===== src/source/wb_pipe_pkg.sv =====
package wb_pipe_pkg;

  //////////////////////////////////////////////////
  // Data path and register file sizes
  //////////////////////////////////////////////////

  // Width of registers, ALU results and byte addresses
  localparam int XLEN = 32;

  // Three address bits select one of eight architectural registers
  localparam int REG_ADDR_W = 3;

  // Immediates arrive narrow and are sign-extended in the execute stage
  localparam int IMM_W = 16;

  //////////////////////////////////////////////////
  // Data memory geometry
  //////////////////////////////////////////////////

  // Word-addressed data memory inside the load/store unit
  localparam int MEM_WORDS = 64;

  // Word index width, taken from byte address bits 7 to 2
  localparam int MEM_ADDR_W = 6;

  //////////////////////////////////////////////////
  // Instruction opcodes
  //////////////////////////////////////////////////

  // The encoding leaves 3'd7 unused
  typedef enum logic [2:0] {
    OP_NOP   = 3'd0,
    OP_ADD   = 3'd1,
    OP_SUB   = 3'd2,
    OP_XOR   = 3'd3,
    OP_ADDI  = 3'd4,
    OP_LOAD  = 3'd5,
    OP_STORE = 3'd6
  } op_e;

  //////////////////////////////////////////////////
  // Load/store unit FSM
  //////////////////////////////////////////////////

  // Idle covers zero-wait accesses, wait covers the slower ones
  typedef enum logic {
    LSU_IDLE = 1'b0,
    LSU_WAIT = 1'b1
  } lsu_state_e;

endpackage


===== src/source/register_file.sv =====
`timescale 1ns/100ps

module register_file import wb_pipe_pkg::*; (
  input  logic                  clk,
  input  logic                  rst_i,

  // Two combinational read ports for the execute stage
  input  logic [REG_ADDR_W-1:0] raddr_a_i,
  input  logic [REG_ADDR_W-1:0] raddr_b_i,
  output logic [XLEN-1:0]       rdata_a_o,
  output logic [XLEN-1:0]       rdata_b_o,

  // Single write port driven by the write-back stage
  input  logic                  we_i,
  input  logic [REG_ADDR_W-1:0] waddr_i,
  input  logic [XLEN-1:0]       wdata_i
);

  // One entry per architectural register
  logic [XLEN-1:0] regs_q [2**REG_ADDR_W];

  // All registers come out of reset as zero
  // Register 0 is never written so it keeps that value
  always_ff @(posedge clk) begin
    if (rst_i) begin
      for (int i = 0; i < 2**REG_ADDR_W; i++) begin
        regs_q[i] <= '0;
      end
    end else if (we_i && (waddr_i != '0)) begin
      regs_q[waddr_i] <= wdata_i;
    end
  end

  // Reads see the old value during a write
  // The execute stage bypasses the write port itself
  assign rdata_a_o = (raddr_a_i == '0) ? '0 : regs_q[raddr_a_i];
  assign rdata_b_o = (raddr_b_i == '0) ? '0 : regs_q[raddr_b_i];

endmodule


===== src/source/ex_stage.sv =====
`timescale 1ns/100ps

module ex_stage import wb_pipe_pkg::*; (
  input  logic                  clk,
  input  logic                  rst_i,

  // Instruction port
  input  logic                  instr_valid_i,
  output logic                  instr_ready_o,
  input  op_e                   instr_op_i,
  input  logic [REG_ADDR_W-1:0] instr_rd_i,
  input  logic [REG_ADDR_W-1:0] instr_rs1_i,
  input  logic [REG_ADDR_W-1:0] instr_rs2_i,
  input  logic [IMM_W-1:0]      instr_imm_i,

  // Register file read ports
  output logic [REG_ADDR_W-1:0] rs1_addr_o,
  output logic [REG_ADDR_W-1:0] rs2_addr_o,
  input  logic [XLEN-1:0]       rs1_data_i,
  input  logic [XLEN-1:0]       rs2_data_i,

  // Register file write port, observed for bypassing
  input  logic                  rf_we_i,
  input  logic [REG_ADDR_W-1:0] rf_waddr_i,
  input  logic [XLEN-1:0]       rf_wdata_i,

  // EX/WB pipe register and its handshake
  input  logic                  wb_ready_i,
  output logic                  wb_instr_valid_o,
  output op_e                   wb_op_o,
  output logic [REG_ADDR_W-1:0] wb_rd_o,
  output logic                  wb_rf_we_o,
  output logic [XLEN-1:0]       wb_result_o,
  output logic [XLEN-1:0]       wb_addr_o
);

  // Accept register contents
  logic                  acc_valid;
  op_e                   acc_op;
  logic [REG_ADDR_W-1:0] acc_rd;
  logic [REG_ADDR_W-1:0] acc_rs1;
  logic [REG_ADDR_W-1:0] acc_rs2;
  logic [IMM_W-1:0]      acc_imm;

  logic                  use_rs1;
  logic                  use_rs2;
  logic                  ex_fwd_ok;
  logic                  load_pending;
  logic                  load_use;
  logic                  ex_wb_free;
  logic                  acc_advance;
  logic                  acc_rf_we;
  logic [XLEN-1:0]       op_a;
  logic [XLEN-1:0]       op_b;
  logic [XLEN-1:0]       imm_ext;
  logic [XLEN-1:0]       mem_addr;
  logic [XLEN-1:0]       alu_result;

  //////////////////////////////////////////////////
  // Handshakes
  //////////////////////////////////////////////////

  // The EX/WB register can take a new entry when it is empty or retiring
  assign ex_wb_free    = !wb_instr_valid_o || wb_ready_i;
  assign acc_advance   = acc_valid && ex_wb_free && !load_use;
  assign instr_ready_o = !acc_valid || acc_advance;

  // Accept register, filled straight from the instruction port
  always_ff @(posedge clk) begin
    if (rst_i) begin
      acc_valid <= 1'b0;
    end else if (instr_ready_o) begin
      acc_valid <= instr_valid_i;
    end
  end

  always_ff @(posedge clk) begin
    if (instr_valid_i && instr_ready_o) begin
      acc_op  <= instr_op_i;
      acc_rd  <= instr_rd_i;
      acc_rs1 <= instr_rs1_i;
      acc_rs2 <= instr_rs2_i;
      acc_imm <= instr_imm_i;
    end
  end

  //////////////////////////////////////////////////
  // Operand read, bypass and interlock
  //////////////////////////////////////////////////

  assign rs1_addr_o = acc_rs1;
  assign rs2_addr_o = acc_rs2;

  // No-op reads nothing and only register-register ops and stores read rs2
  assign use_rs1 = (acc_op != OP_NOP);
  assign use_rs2 = (acc_op == OP_ADD) || (acc_op == OP_SUB) || (acc_op == OP_XOR) ||
                   (acc_op == OP_STORE);

  // A non-load in EX/WB already holds its final value
  assign ex_fwd_ok = wb_instr_valid_o && wb_rf_we_o && (wb_op_o != OP_LOAD);

  // Newest value wins, the EX/WB entry first and then the write in progress
  assign op_a = (ex_fwd_ok && (wb_rd_o == acc_rs1))     ? wb_result_o :
                (rf_we_i && (rf_waddr_i == acc_rs1))    ? rf_wdata_i  :
                                                          rs1_data_i;
  assign op_b = (ex_fwd_ok && (wb_rd_o == acc_rs2))     ? wb_result_o :
                (rf_we_i && (rf_waddr_i == acc_rs2))    ? rf_wdata_i  :
                                                          rs2_data_i;

  // Load data only exists on the write port in the cycle the load retires
  // Until then a consumer of its rd must stay in the accept register
  assign load_pending = wb_instr_valid_o && wb_rf_we_o && (wb_op_o == OP_LOAD);
  assign load_use     = acc_valid && load_pending && !wb_ready_i &&
                        ((use_rs1 && (acc_rs1 == wb_rd_o)) ||
                         (use_rs2 && (acc_rs2 == wb_rd_o)));

  //////////////////////////////////////////////////
  // ALU and address generation
  //////////////////////////////////////////////////

  assign imm_ext  = {{(XLEN-IMM_W){acc_imm[IMM_W-1]}}, acc_imm};
  assign mem_addr = op_a + imm_ext;

  always_comb begin
    case (acc_op)
      OP_ADD:   alu_result = op_a + op_b;
      OP_SUB:   alu_result = op_a - op_b;
      OP_XOR:   alu_result = op_a ^ op_b;
      OP_ADDI:  alu_result = mem_addr;
      // Store data travels in the result field
      OP_STORE: alu_result = op_b;
      default:  alu_result = '0;
    endcase
  end

  // Only stores and no-ops leave the register file alone
  assign acc_rf_we = (acc_op != OP_STORE) && (acc_op != OP_NOP) && (acc_rd != '0);

  //////////////////////////////////////////////////
  // EX/WB pipe register
  //////////////////////////////////////////////////

  always_ff @(posedge clk) begin
    if (rst_i) begin
      wb_instr_valid_o <= 1'b0;
      wb_op_o          <= OP_NOP;
      wb_rf_we_o       <= 1'b0;
    end else if (ex_wb_free) begin
      wb_instr_valid_o <= acc_advance;
      if (acc_advance) begin
        wb_op_o    <= acc_op;
        wb_rf_we_o <= acc_rf_we;
      end
    end
  end

  always_ff @(posedge clk) begin
    if (acc_advance) begin
      wb_rd_o     <= acc_rd;
      wb_result_o <= alu_result;
      wb_addr_o   <= mem_addr;
    end
  end

endmodule


===== src/source/lsu.sv =====
`timescale 1ns/100ps

module lsu import wb_pipe_pkg::*; (
  input  logic            clk,
  input  logic            rst_i,

  // Request, taken from the EX/WB pipe register
  input  logic            valid_i,
  input  op_e             op_i,
  input  logic [XLEN-1:0] addr_i,
  input  logic [XLEN-1:0] wdata_i,

  // Response towards the write-back stage
  output logic            rvalid_o,
  output logic [XLEN-1:0] rdata_o,
  output logic            fault_o
);

  lsu_state_e            state_q;
  lsu_state_e            state_d;
  logic [1:0]            wait_cnt_q;
  logic [1:0]            wait_target;
  logic                  wait_done;
  logic                  access;
  logic                  in_range;
  logic [MEM_ADDR_W-1:0] word_idx;

  // Data memory, word addressed
  logic [XLEN-1:0]       mem_q [MEM_WORDS];

  //////////////////////////////////////////////////
  // Request decode
  //////////////////////////////////////////////////

  // Only loads and stores sitting in EX/WB are requests
  assign access = valid_i && ((op_i == OP_LOAD) || (op_i == OP_STORE));

  // Unsigned compare, so negative addresses also land out of range
  assign in_range = (addr_i < XLEN'(MEM_WORDS * 4));

  assign word_idx    = addr_i[MEM_ADDR_W+1:2];
  assign wait_target = addr_i[3:2];

  // Faults are reported in the first cycle and never wait
  assign fault_o = access && !in_range;

  //////////////////////////////////////////////////
  // Response timing
  //////////////////////////////////////////////////

  // In idle the access is in its first cycle, in wait the counter holds the cycles spent
  always_comb begin
    case (state_q)
      LSU_WAIT: wait_done = (wait_cnt_q == wait_target);
      default:  wait_done = (wait_target == 2'd0);
    endcase
  end

  assign rvalid_o = access && in_range && wait_done;
  assign rdata_o  = mem_q[word_idx];

  // Write-back always accepts on rvalid or fault, so both end the access
  always_comb begin
    state_d = state_q;
    if (rvalid_o || fault_o) begin
      state_d = LSU_IDLE;
    end else if (access) begin
      state_d = LSU_WAIT;
    end
  end

  always_ff @(posedge clk) begin
    if (rst_i) begin
      state_q    <= LSU_IDLE;
      wait_cnt_q <= 2'd0;
    end else begin
      state_q <= state_d;
      // Count wait cycles and clear once the access ends
      if (state_d == LSU_WAIT) begin
        wait_cnt_q <= wait_cnt_q + 2'd1;
      end else begin
        wait_cnt_q <= 2'd0;
      end
    end
  end

  //////////////////////////////////////////////////
  // Memory write
  //////////////////////////////////////////////////

  // Stores commit on their rvalid cycle, and faulting stores never reach here
  always_ff @(posedge clk) begin
    if (rst_i) begin
      for (int i = 0; i < MEM_WORDS; i++) begin
        mem_q[i] <= '0;
      end
    end else if (rvalid_o && (op_i == OP_STORE)) begin
      mem_q[word_idx] <= wdata_i;
    end
  end

endmodule


===== src/source/wb_stage.sv =====
`timescale 1ns/100ps

module wb_stage import wb_pipe_pkg::*; (
  // EX/WB pipe register
  input  logic                  instr_valid_i,
  input  op_e                   op_i,
  input  logic [REG_ADDR_W-1:0] rd_i,
  input  logic                  rf_we_i,
  input  logic [XLEN-1:0]       result_i,

  // Load/store unit response
  input  logic                  lsu_rvalid_i,
  input  logic [XLEN-1:0]       lsu_rdata_i,
  input  logic                  lsu_fault_i,

  // Register file write port
  output logic                  rf_we_o,
  output logic [REG_ADDR_W-1:0] rf_waddr_o,
  output logic [XLEN-1:0]       rf_wdata_o,

  // Stage handshake and retirement status
  output logic                  ready_o,
  output logic                  valid_o,
  output logic                  fault_o,
  output logic                  data_stall_o
);

  logic is_mem;
  logic is_load;
  logic lsu_done;

  assign is_load = (op_i == OP_LOAD);
  assign is_mem  = is_load || (op_i == OP_STORE);

  // A memory access ends with either data or a fault
  assign lsu_done = lsu_rvalid_i || lsu_fault_i;

  //////////////////////////////////////////////////
  // Register file write
  //////////////////////////////////////////////////

  // A faulting access never writes, and a load writes only with its data
  assign rf_we_o    = instr_valid_i && rf_we_i && !lsu_fault_i &&
                      (!is_load || lsu_rvalid_i);
  assign rf_waddr_o = rd_i;
  assign rf_wdata_o = is_load ? lsu_rdata_i : result_i;

  //////////////////////////////////////////////////
  // Stage handshake
  //////////////////////////////////////////////////

  // This is the last stage, so retiring and accepting the next entry coincide
  assign valid_o = instr_valid_i && (!is_mem || lsu_done);
  assign ready_o = !instr_valid_i || !is_mem || lsu_done;

  assign fault_o = instr_valid_i && is_mem && lsu_fault_i;

  // Stall while a load or store still waits on the memory
  assign data_stall_o = instr_valid_i && is_mem && !lsu_done;

endmodule


===== src/source/wb_pipe_top.sv =====
`timescale 1ns/100ps

module wb_pipe_top import wb_pipe_pkg::*; (
  input  logic                  clk,
  input  logic                  rst_i,

  // Instruction port
  input  logic                  instr_valid_i,
  output logic                  instr_ready_o,
  input  op_e                   instr_op_i,
  input  logic [REG_ADDR_W-1:0] instr_rd_i,
  input  logic [REG_ADDR_W-1:0] instr_rs1_i,
  input  logic [REG_ADDR_W-1:0] instr_rs2_i,
  input  logic [IMM_W-1:0]      instr_imm_i,

  // Retirement report
  output logic                  retire_valid_o,
  output logic [REG_ADDR_W-1:0] retire_rd_o,
  output logic                  retire_we_o,
  output logic [XLEN-1:0]       retire_data_o,
  output logic                  retire_fault_o,
  output logic                  data_stall_o
);

  // Register file read
  logic [REG_ADDR_W-1:0] rs1_addr;
  logic [REG_ADDR_W-1:0] rs2_addr;
  logic [XLEN-1:0]       rs1_data;
  logic [XLEN-1:0]       rs2_data;

  // Register file write from write-back
  logic                  rf_we;
  logic [REG_ADDR_W-1:0] rf_waddr;
  logic [XLEN-1:0]       rf_wdata;

  // EX/WB pipe register
  logic                  wb_instr_valid;
  op_e                   wb_op;
  logic [REG_ADDR_W-1:0] wb_rd;
  logic                  wb_rf_we;
  logic [XLEN-1:0]       wb_result;
  logic [XLEN-1:0]       wb_addr;
  logic                  wb_ready;

  // Load/store unit response
  logic                  lsu_rvalid;
  logic [XLEN-1:0]       lsu_rdata;
  logic                  lsu_fault;

  register_file u_register_file (
    .clk       (clk),
    .rst_i     (rst_i),
    .raddr_a_i (rs1_addr),
    .raddr_b_i (rs2_addr),
    .rdata_a_o (rs1_data),
    .rdata_b_o (rs2_data),
    .we_i      (rf_we),
    .waddr_i   (rf_waddr),
    .wdata_i   (rf_wdata)
  );

  ex_stage u_ex_stage (
    .clk              (clk),
    .rst_i            (rst_i),
    .instr_valid_i    (instr_valid_i),
    .instr_ready_o    (instr_ready_o),
    .instr_op_i       (instr_op_i),
    .instr_rd_i       (instr_rd_i),
    .instr_rs1_i      (instr_rs1_i),
    .instr_rs2_i      (instr_rs2_i),
    .instr_imm_i      (instr_imm_i),
    .rs1_addr_o       (rs1_addr),
    .rs2_addr_o       (rs2_addr),
    .rs1_data_i       (rs1_data),
    .rs2_data_i       (rs2_data),
    .rf_we_i          (rf_we),
    .rf_waddr_i       (rf_waddr),
    .rf_wdata_i       (rf_wdata),
    .wb_ready_i       (wb_ready),
    .wb_instr_valid_o (wb_instr_valid),
    .wb_op_o          (wb_op),
    .wb_rd_o          (wb_rd),
    .wb_rf_we_o       (wb_rf_we),
    .wb_result_o      (wb_result),
    .wb_addr_o        (wb_addr)
  );

  // The LSU sees the EX/WB entry directly and filters for loads and stores
  lsu u_lsu (
    .clk      (clk),
    .rst_i    (rst_i),
    .valid_i  (wb_instr_valid),
    .op_i     (wb_op),
    .addr_i   (wb_addr),
    .wdata_i  (wb_result),
    .rvalid_o (lsu_rvalid),
    .rdata_o  (lsu_rdata),
    .fault_o  (lsu_fault)
  );

  wb_stage u_wb_stage (
    .instr_valid_i (wb_instr_valid),
    .op_i          (wb_op),
    .rd_i          (wb_rd),
    .rf_we_i       (wb_rf_we),
    .result_i      (wb_result),
    .lsu_rvalid_i  (lsu_rvalid),
    .lsu_rdata_i   (lsu_rdata),
    .lsu_fault_i   (lsu_fault),
    .rf_we_o       (rf_we),
    .rf_waddr_o    (rf_waddr),
    .rf_wdata_o    (rf_wdata),
    .ready_o       (wb_ready),
    .valid_o       (retire_valid_o),
    .fault_o       (retire_fault_o),
    .data_stall_o  (data_stall_o)
  );

  // The retirement report mirrors the register file write port
  assign retire_rd_o   = rf_waddr;
  assign retire_we_o   = rf_we;
  assign retire_data_o = rf_wdata;

endmodule


===== config.mk =====
export PLATFORM = sky130hd
export DESIGN_NAME = wb_pipe_top
export DESIGN_NICKNAME = d
export VERILOG_FILES = /design/src/source/wb_pipe_pkg.sv /design/src/source/register_file.sv /design/src/source/ex_stage.sv /design/src/source/lsu.sv /design/src/source/wb_stage.sv /design/src/source/wb_pipe_top.sv
export SDC_FILE = /design/constraint.sdc
export NUM_CORES = 2
export LEC_CHECK = 0
export BUFFER_PORTS_ARGS = -buffer_cell sky130_fd_sc_hd__buf_2
export CAP_MARGIN = 20
export CELL_PAD_IN_SITES_DETAIL_PLACEMENT = 0
export CELL_PAD_IN_SITES_GLOBAL_PLACEMENT = 2
export CORE_MARGIN = 2
export CORE_UTILIZATION = 45
export CTS_CLUSTER_DIAMETER = 40
export DETAILED_ROUTE_END_ITERATION = 10
export GPL_TIMING_DRIVEN = 0
export MAX_ROUTING_LAYER = met4
export PLACE_DENSITY = 0.83
export SKIP_CTS_REPAIR_TIMING = 1
export SYNTH_ARGS = -nofsm -noshare
export SYNTH_HDL_FRONTEND = slang
export SYNTH_HIERARCHICAL = 1
export SYNTH_SLANG_ARGS = --single-unit

===== constraint.sdc =====
create_clock -name clk -period 6.83 [get_ports clk]
set_input_delay 0.3415 -clock clk [delete_from_list [all_inputs] [get_ports clk]]
set_output_delay 0.3415 -clock clk [all_outputs]
set_load 0.02 [all_outputs]

-- Word level (Yosys, flattened, before mapping)
Memories as Yosys holds them, arrays and structs flattened. A register that Yosys moved wholly into a read port is not among the register bits.
Cells that the tools add are included.
- register bits: 104
- bits in writable memories: 2304
- input port bits: 31
- word-level logic and storage cells: 124
- memories: 2
- memory list (memory ; words ; width ; rd ports ; clocked after Yosys merged registers in ; write ports ; line ; source):
    u_lsu.mem_q ; 64 ; 32 ; 1 ; 1 ; 64 ; lsu.sv:29 ; logic [XLEN-1:0] mem_q [MEM_WORDS];
    u_register_file.regs_q ; 8 ; 32 ; 2 ; 2 ; 8 ; register_file.sv:20 ; logic [XLEN-1:0] regs_q [2**REG_ADDR_W];
- add/subtract/negate cells: 4
- order comparisons: 1
- equality and inequality tests: 14
- mux-type cells: 28
- bitwise logic cells: 2
- reductions and logical operators: 59
- operators by type and width (kind ; count):
    two-way mux 32 bit ; 9
    one-hot mux 32 bit (5 select lines) ; 1
    adder 32 bit ; 2
    OR reduction 32 bit ; 2
    < comparator 32 x 9 -> 1 bit, second input constant ; 1
    subtractor 32 bit ; 1
    bitwise XOR 32 bit ; 1
    logical AND 1 bit ; 28
    two-way mux 1 bit ; 13
    == test 3 bit ; 4
    == test 3 bit, second input constant ; 4
    logical OR 1 bit ; 12
    two-way mux 6 bit ; 2
    logical NOT 1 bit ; 9
    two-way mux 3 bit ; 3
    nonzero test 3 bit ; 3
    == test 3 x 2 -> 1 bit, second input constant ; 2
    logical NOT 3 bit ; 2
    inequality test 3 bit, second input constant ; 2
    == test 3 x 1 -> 1 bit, second input constant ; 1
    adder 2 x 1 -> 2 bit, second input constant ; 1
    == test 2 bit ; 1
    logical NOT 2 bit ; 1
    AND reduction 2 bit ; 1
    other kinds (2) ; 2

-- Depth between registers and ports, before layout
- word-level depth: 15
- mapped depth: 33
- depth with buffers taken out: 28

-- Cells and area by module
Netlist, hierarchy kept.
- modules (own cells, without submodules) (module ; instances ; cells each ; area an instance (sq um) ; sequential area each (sq um)):
    lsu ; 1 ; 6924 ; 100620.3 ; 61559.0
    register_file ; 1 ; 881 ; 12067.8 ; 6726.5
    ex_stage ; 1 ; 1141 ; 9779.4 ; 2972.9
    wb_stage ; 1 ; 49 ; 610.6 ; 0.0

-- Least setup slack after synthesis
OpenSTA, ideal clock, no wires.
- path type: reg-to-reg
- start: register u_ex_stage.wb_addr_o[2]
- end: register u_ex_stage.wb_result_o[28], data pin
- library setup time: 0.261 ns
- data arrival time: 6.187 ns
- data required time: 6.569 ns
- slack: 0.382 ns
- cell stages (with the launch flop): 30
- clock period less this slack: 6.448 ns
- cells stage by stage: edfxtp_1 -> nand2b_1 -> o32ai_2 -> a22oi_1 -> nor4_1 -> o2111a_1 -> nand4_2 -> buf_2 -> buf_2 -> buf_1 -> mux2i_1 -> nor2_1 -> a21oi_1 -> ha_1 -> nand3_1 -> nor2_1 -> nor2b_1 -> a21oi_1 -> xor2_1 -> ha_1 -> a21o_1 -> a21o_1 -> a21o_1 -> a21oi_1 -> nor3b_1 -> a21oi_1 -> a21oi_1 -> o21ai_0 -> mux2i_1 -> a221o_1
- elaborated cells between the ends (all ways): 23
- classes of those cells: 3 x add/sub; 1 x order compare; 1 x eq/ne; 6 x mux; 1 x bitwise; 11 x reduce/logical
- RTL lines (element ; line ; source):
    from (decl) ; ex_stage.sv:34 ; output logic [XLEN-1:0] wb_addr_o
    from (signal assigned) ; ex_stage.sv:161 ; wb_addr_o <= mem_addr;
    < comparator 32 x 9 -> 1 bit (tied with other cells) ; lsu.sv:39 ; assign in_range = (addr_i < XLEN'(MEM_WORDS * 4));
    logical AND 1 bit / two-way mux 1 bit (equally long branches) ; lsu.sv:59, lsu.sv:53 ;
    logical AND 1 bit (*) ; lsu.sv:59 ; assign rvalid_o = access && in_range && wait_done;
    named net lsu_rvalid ; wb_pipe_top.sv:46 ; logic lsu_rvalid;
    logical OR 1 bit (*) ; wb_stage.sv:44 ; (!is_load || lsu_rvalid_i);
    logical AND 1 bit (*) ; wb_stage.sv:43 ; assign rf_we_o = instr_valid_i && rf_we_i && !lsu_fault_i &&
    named net retire_we_o ; wb_pipe_top.sv:19 ; output logic retire_we_o,
    logical AND 1 bit (on tied branches) ; ex_stage.sv:104, ex_stage.sv:107 ;
    two-way mux 32 bit (on tied branches) ; ex_stage.sv:104, ex_stage.sv:107 ;
    two-way mux 32 bit (on tied branches) ; ex_stage.sv:103, ex_stage.sv:106 ;
    adder 32 bit (tied with other cells) ; ex_stage.sv:122 ; assign mem_addr = op_a + imm_ext;
    one-hot mux 32 bit (5 select lines) (*) ; ex_stage.sv:125 ; case (acc_op)
    named net u_ex_stage.alu_result[28] ; ex_stage.sv:57 ; logic [XLEN-1:0] alu_result;
    to (signal assigned) ; ex_stage.sv:160 ; wb_result_o <= alu_result;
    to (decl) ; ex_stage.sv:33 ; output logic [XLEN-1:0] wb_result_o,
The timed path passes the listed nets; every way through them passes the cells marked *.
A chain may end at the register's enable or synchronous reset.

-- Worst setup path in the final report
- start: register u_ex_stage.wb_addr_o[3]
- end: register u_ex_stage.wb_result_o[31], data pin
- word-level cells in the longest chain between the ends: 11
- elaborated cells between the ends (all ways): 23
- classes of those cells: 3 x add/sub; 1 x order compare; 1 x eq/ne; 6 x mux; 1 x bitwise; 11 x reduce/logical
- RTL lines (element ; line ; source):
    < comparator 32 x 9 -> 1 bit ; lsu.sv:39 ;
    logical NOT 1 bit ; lsu.sv:45 ; assign fault_o = access && !in_range;
    logical AND 1 bit ; lsu.sv:45 ;
    logical NOT 1 bit ; wb_stage.sv:43 ;
    logical AND 1 bit ; wb_stage.sv:43 ;
    logical AND 1 bit (*) ; wb_stage.sv:43 ;
    logical AND 1 bit (on tied branches) ; ex_stage.sv:104, ex_stage.sv:107 ;
    two-way mux 32 bit (on tied branches) ; ex_stage.sv:104, ex_stage.sv:107 ;
    two-way mux 32 bit (on tied branches) ; ex_stage.sv:103, ex_stage.sv:106 ;
    adder 32 bit (tied with other cells) ; ex_stage.sv:122 ;
    one-hot mux 32 bit (5 select lines) (*) ; ex_stage.sv:125 ;
    named net u_ex_stage.alu_result[31] ; ex_stage.sv:57 ;
Marked as above.

==> results.txt <==
----------------------------------------------------
[STA]
  # setup viols final ... 57
  Final worst-path setup slack ... -1.98 ns
  Transition at the pin with the smallest max-transition slack ... 1.70 ns
  Number of max-slew violations in the final report ... 12
  Setup repair after global routing missed its margin ... true
  Min cycle time layout ... 8.81 ns
  Maximum clock rate ... approximately 110 MHz
  Fin. Hold Viols ... 0
  Final Cycle Share ... 1.29
  Max Clock Skew ... 0.0868 ns
  Worst max-slew margin expressed relative to the limit ... -0.131

[Finish]
  Fraction of layout instances using a drive strength above 1 ... 0.400
  Layout fillers ... 22000
  Combined flip-flop and latch cell area ... 71200 um2
  Nets ... 9946
  Post-layout utilization of the core ... 0.561
  Area growth from synthesis to layout ... 23.7%
  Layout Cells excl Fill ... 14000
  Final standard cell area without fillers ... 152000 um2
  Area of the multi-input gates ... 48400 um2

[Clock network]
  Max Root-Sink Buffers ... 4
  CTS buffer count ... 419
  Number of H-tree levels ... 5
  CTS sink cnt ... ~2400
  Post-CTS clock slew at the launch and capture registers of the worst setup and hold paths ... 0.05 ns
  Skew-Pair Late Insertion Delay ... 1.02 ns
  TritonCTS clock tree ... done
  Clock root buffer ... sky130_fd_sc_hd__clkbuf_16

[Outcome]
  Status ... finished, violations left
  Failing checks ... slew limit, setup timing

[Setup path]
  Count of buffering cells on the critical path with inverters included ... 5
  Gate family responsible for the most delay along the worst path ... compound AO/OA/AOI/OAI gates
  Path depth of the worst reg2reg path ... 27
  Required time at the worst-slack endpoint ... 7.53 ns
  Worst setup path start ... u_ex_stage/wb_addr_o[3]
  Arrival time worst endpoint ... 9.51 ns
  Library cell contributing the largest single delay on the critical path ... sky130_fd_sc_hd__a222oi_1
  Critical path's largest stage delay ... 1.32 ns
  Critical path depth ... 27
  CP endpoint kind ... flip-flop
  Critical path startpoint category ... flip-flop
  Critical R2R Capture ... u_ex_stage/wb_result_o[31]
  Highest fanout seen on the critical path ... 10
  Critical path class ... flip-flop to flip-flop
  FF-to-FF setup slack ... -1.98 ns
  Library cell appearing most often on the critical path ... sky130_fd_sc_hd__buf_6
  Source of the worst register-to-register timing path ... u_ex_stage/wb_addr_o[3]

[Min path]
  Min-Delay Path Depth ... 2
  Hold Path End ... u_ex_stage/rs2_addr_o[0]
  Launch instance of the worst min-delay path ... instr_rs2_i[0]
  Hold crit path type ... input port to flip-flop

[Floorplan]
  Die area ... 278000 um2
  Io pins ... 71
  Core area ... 271000 um2
  Placement row count ... 191
  Floorplan die width ... 527 um
  Die Height ... 527 um
  Starting density of the core ... 0.454

[GRT]
  Number of antenna violations at the first check in global routing ... about 120
  GRT Overall Usage ... 0.538
  Largest net degree at the start of global routing ... 62
  First-pass GRT wire length ... 946000 um
  Number of global-route vias before repair ... 93800
  Grt total ovfl ... 0

[Pwr]
  Share of total power in combinational logic ... 0.219
  Switching pwr ... 16.7 mW
  Leakage power total ... approximately 50 nW
  Power density over the cells ... 328 nW/um2
  Seq pwr share ... 0.337
  Clock power share ... 0.444
  Switching Share ... 0.334
  Internal power of the cells ... 33.2 mW
  Max VDD drop ... 0.232 mV

[Placement]
  IO Port Bufs ... 70
  Routability-driven placement congestion ratio ... roughly 1.1
  Area of placed instances ... approximately 130000 um2
  Total half-perimeter wirelength after legalization and detailed placement ... ~530000 um
  Number of cells after detailed placement ... 12800

[Route]
  Via density ... 7.36
  Antenna-violating nets left ... 0
  Number of design-rule violations left by the first detailed-router iteration ... 19500
  Routed wire length ... 743000 um
  Residual DRC ... 0
  Detailed-route wire length per cell ... between 50 and 60 um
  DR pass1 iterations ... 8
  Detailed-route via count ... 103000

[Yosys]
  Mean cell area of the mapped netlist ... about 14 um2
  Synth Warn # ... 6
  Post-Syn Nets ... 9089
  Mapped cell area ... 123000 um2
  Mapped Cells ... ~9000

[Run]
  Max cap viols ... 0

----------------------------------------------------
-- registers in the layout, indices dropped and copies added (netlist names) --
| register | count |
|---|---|
| u_ex_stage/wb_result_o | 32 |
| u_ex_stage/acc_op | 3 |
| u_ex_stage/acc_valid | 1 |
| u_lsu/mem_q | 2048 |
| u_ex_stage/acc_imm | 16 |
| u_ex_stage/wb_rf_we_o | 1 |
| u_ex_stage/rs1_addr_o | 3 |
| u_lsu/state_q | 1 |
| u_ex_stage/wb_op_o | 3 |
| u_ex_stage/wb_addr_o | 30 |
| u_ex_stage/rs2_addr_o | 3 |
| u_lsu/wait_cnt_q | 2 |
| u_ex_stage/wb_rd_o | 3 |
| u_ex_stage/wb_instr_valid_o | 1 |
| u_register_file/regs_q | 224 |
| u_ex_stage/acc_rd | 3 |
-- layout make-up --
class / count / share of cell area
tap: 3570 / 0.0294
clock inverter: 324 / 0.0270
timing repair buffer: 443 / 0.0346
multi-input combinational: 5474 / 0.318
inverter: 74 / 0.00184
clock buffer: 453 / 0.0706
sequential: 2374 / 0.468
antenna: 236 / 0.00388
buffer: 1064 / 0.0469
-- stage by stage --
stage	power (mW)	hold WS, ns	TNS (ns)	setup WS (ns)
2_1_floorplan	20.7	0.411	0	0.382
3_3_place_gp	25.9	0.462	-3348.45	-6.04
3_5_place_dp	26.3	0.451	-276.21	-5.97
4_1_cts	48.2	-0.484	-298.17	-5.97
5_1_grt	50.0	0.0917	-42.75	-1.63
6_report	50.0	0.0861	-62.38	-1.98
-- layout by cell type (no fill, tap or decap), drive strengths merged, types with 93 or more instances in the layout --
cell type and count:
edfxtp 2365, and2 239, mux2 391, a21oi 162, mux2i 406, diode 236
buf 999, a221oi 261, nand2 247, o22ai 93, a221o 185, o21ai 128
nor3 2101, nor2 116, clkinv 164, clkbuf 929, a22oi 189, inv 113
-- per-layer routing --
metal	routed length [um]	track usage
met1	243000	0.594
met2	301000	0.729
met3	118000	0.253
met4	81200	0.455
met5	0	-
-- how the worst max path moves through the flow --
stage / end / slack [ns]
2_1_floorplan: u_ex_stage/wb_result_o[28] / 0.38
3_5_place_dp: u_ex_stage/wb_result_o[31] / -5.97
3_3_place_gp: u_ex_stage/wb_result_o[31] / -6.04
5_1_grt: u_ex_stage/wb_result_o[31] / -1.63
6_report: u_ex_stage/wb_result_o[31] / -1.98
4_1_cts: u_ex_stage/wb_result_o[31] / -5.97
-- power groups by stage --
stage          combinational (mW)  sequential, mW  clock [mW]
2_1_floorplan                3.73            17.0           0
3_3_place_gp                 8.78            17.1           0
3_5_place_dp                 9.22            17.1           0
4_1_cts                      9.25            16.8        22.1
5_1_grt                      10.4            16.9        22.7
6_report                     10.9            16.8        22.2
(Power assumes the default switching activity.)
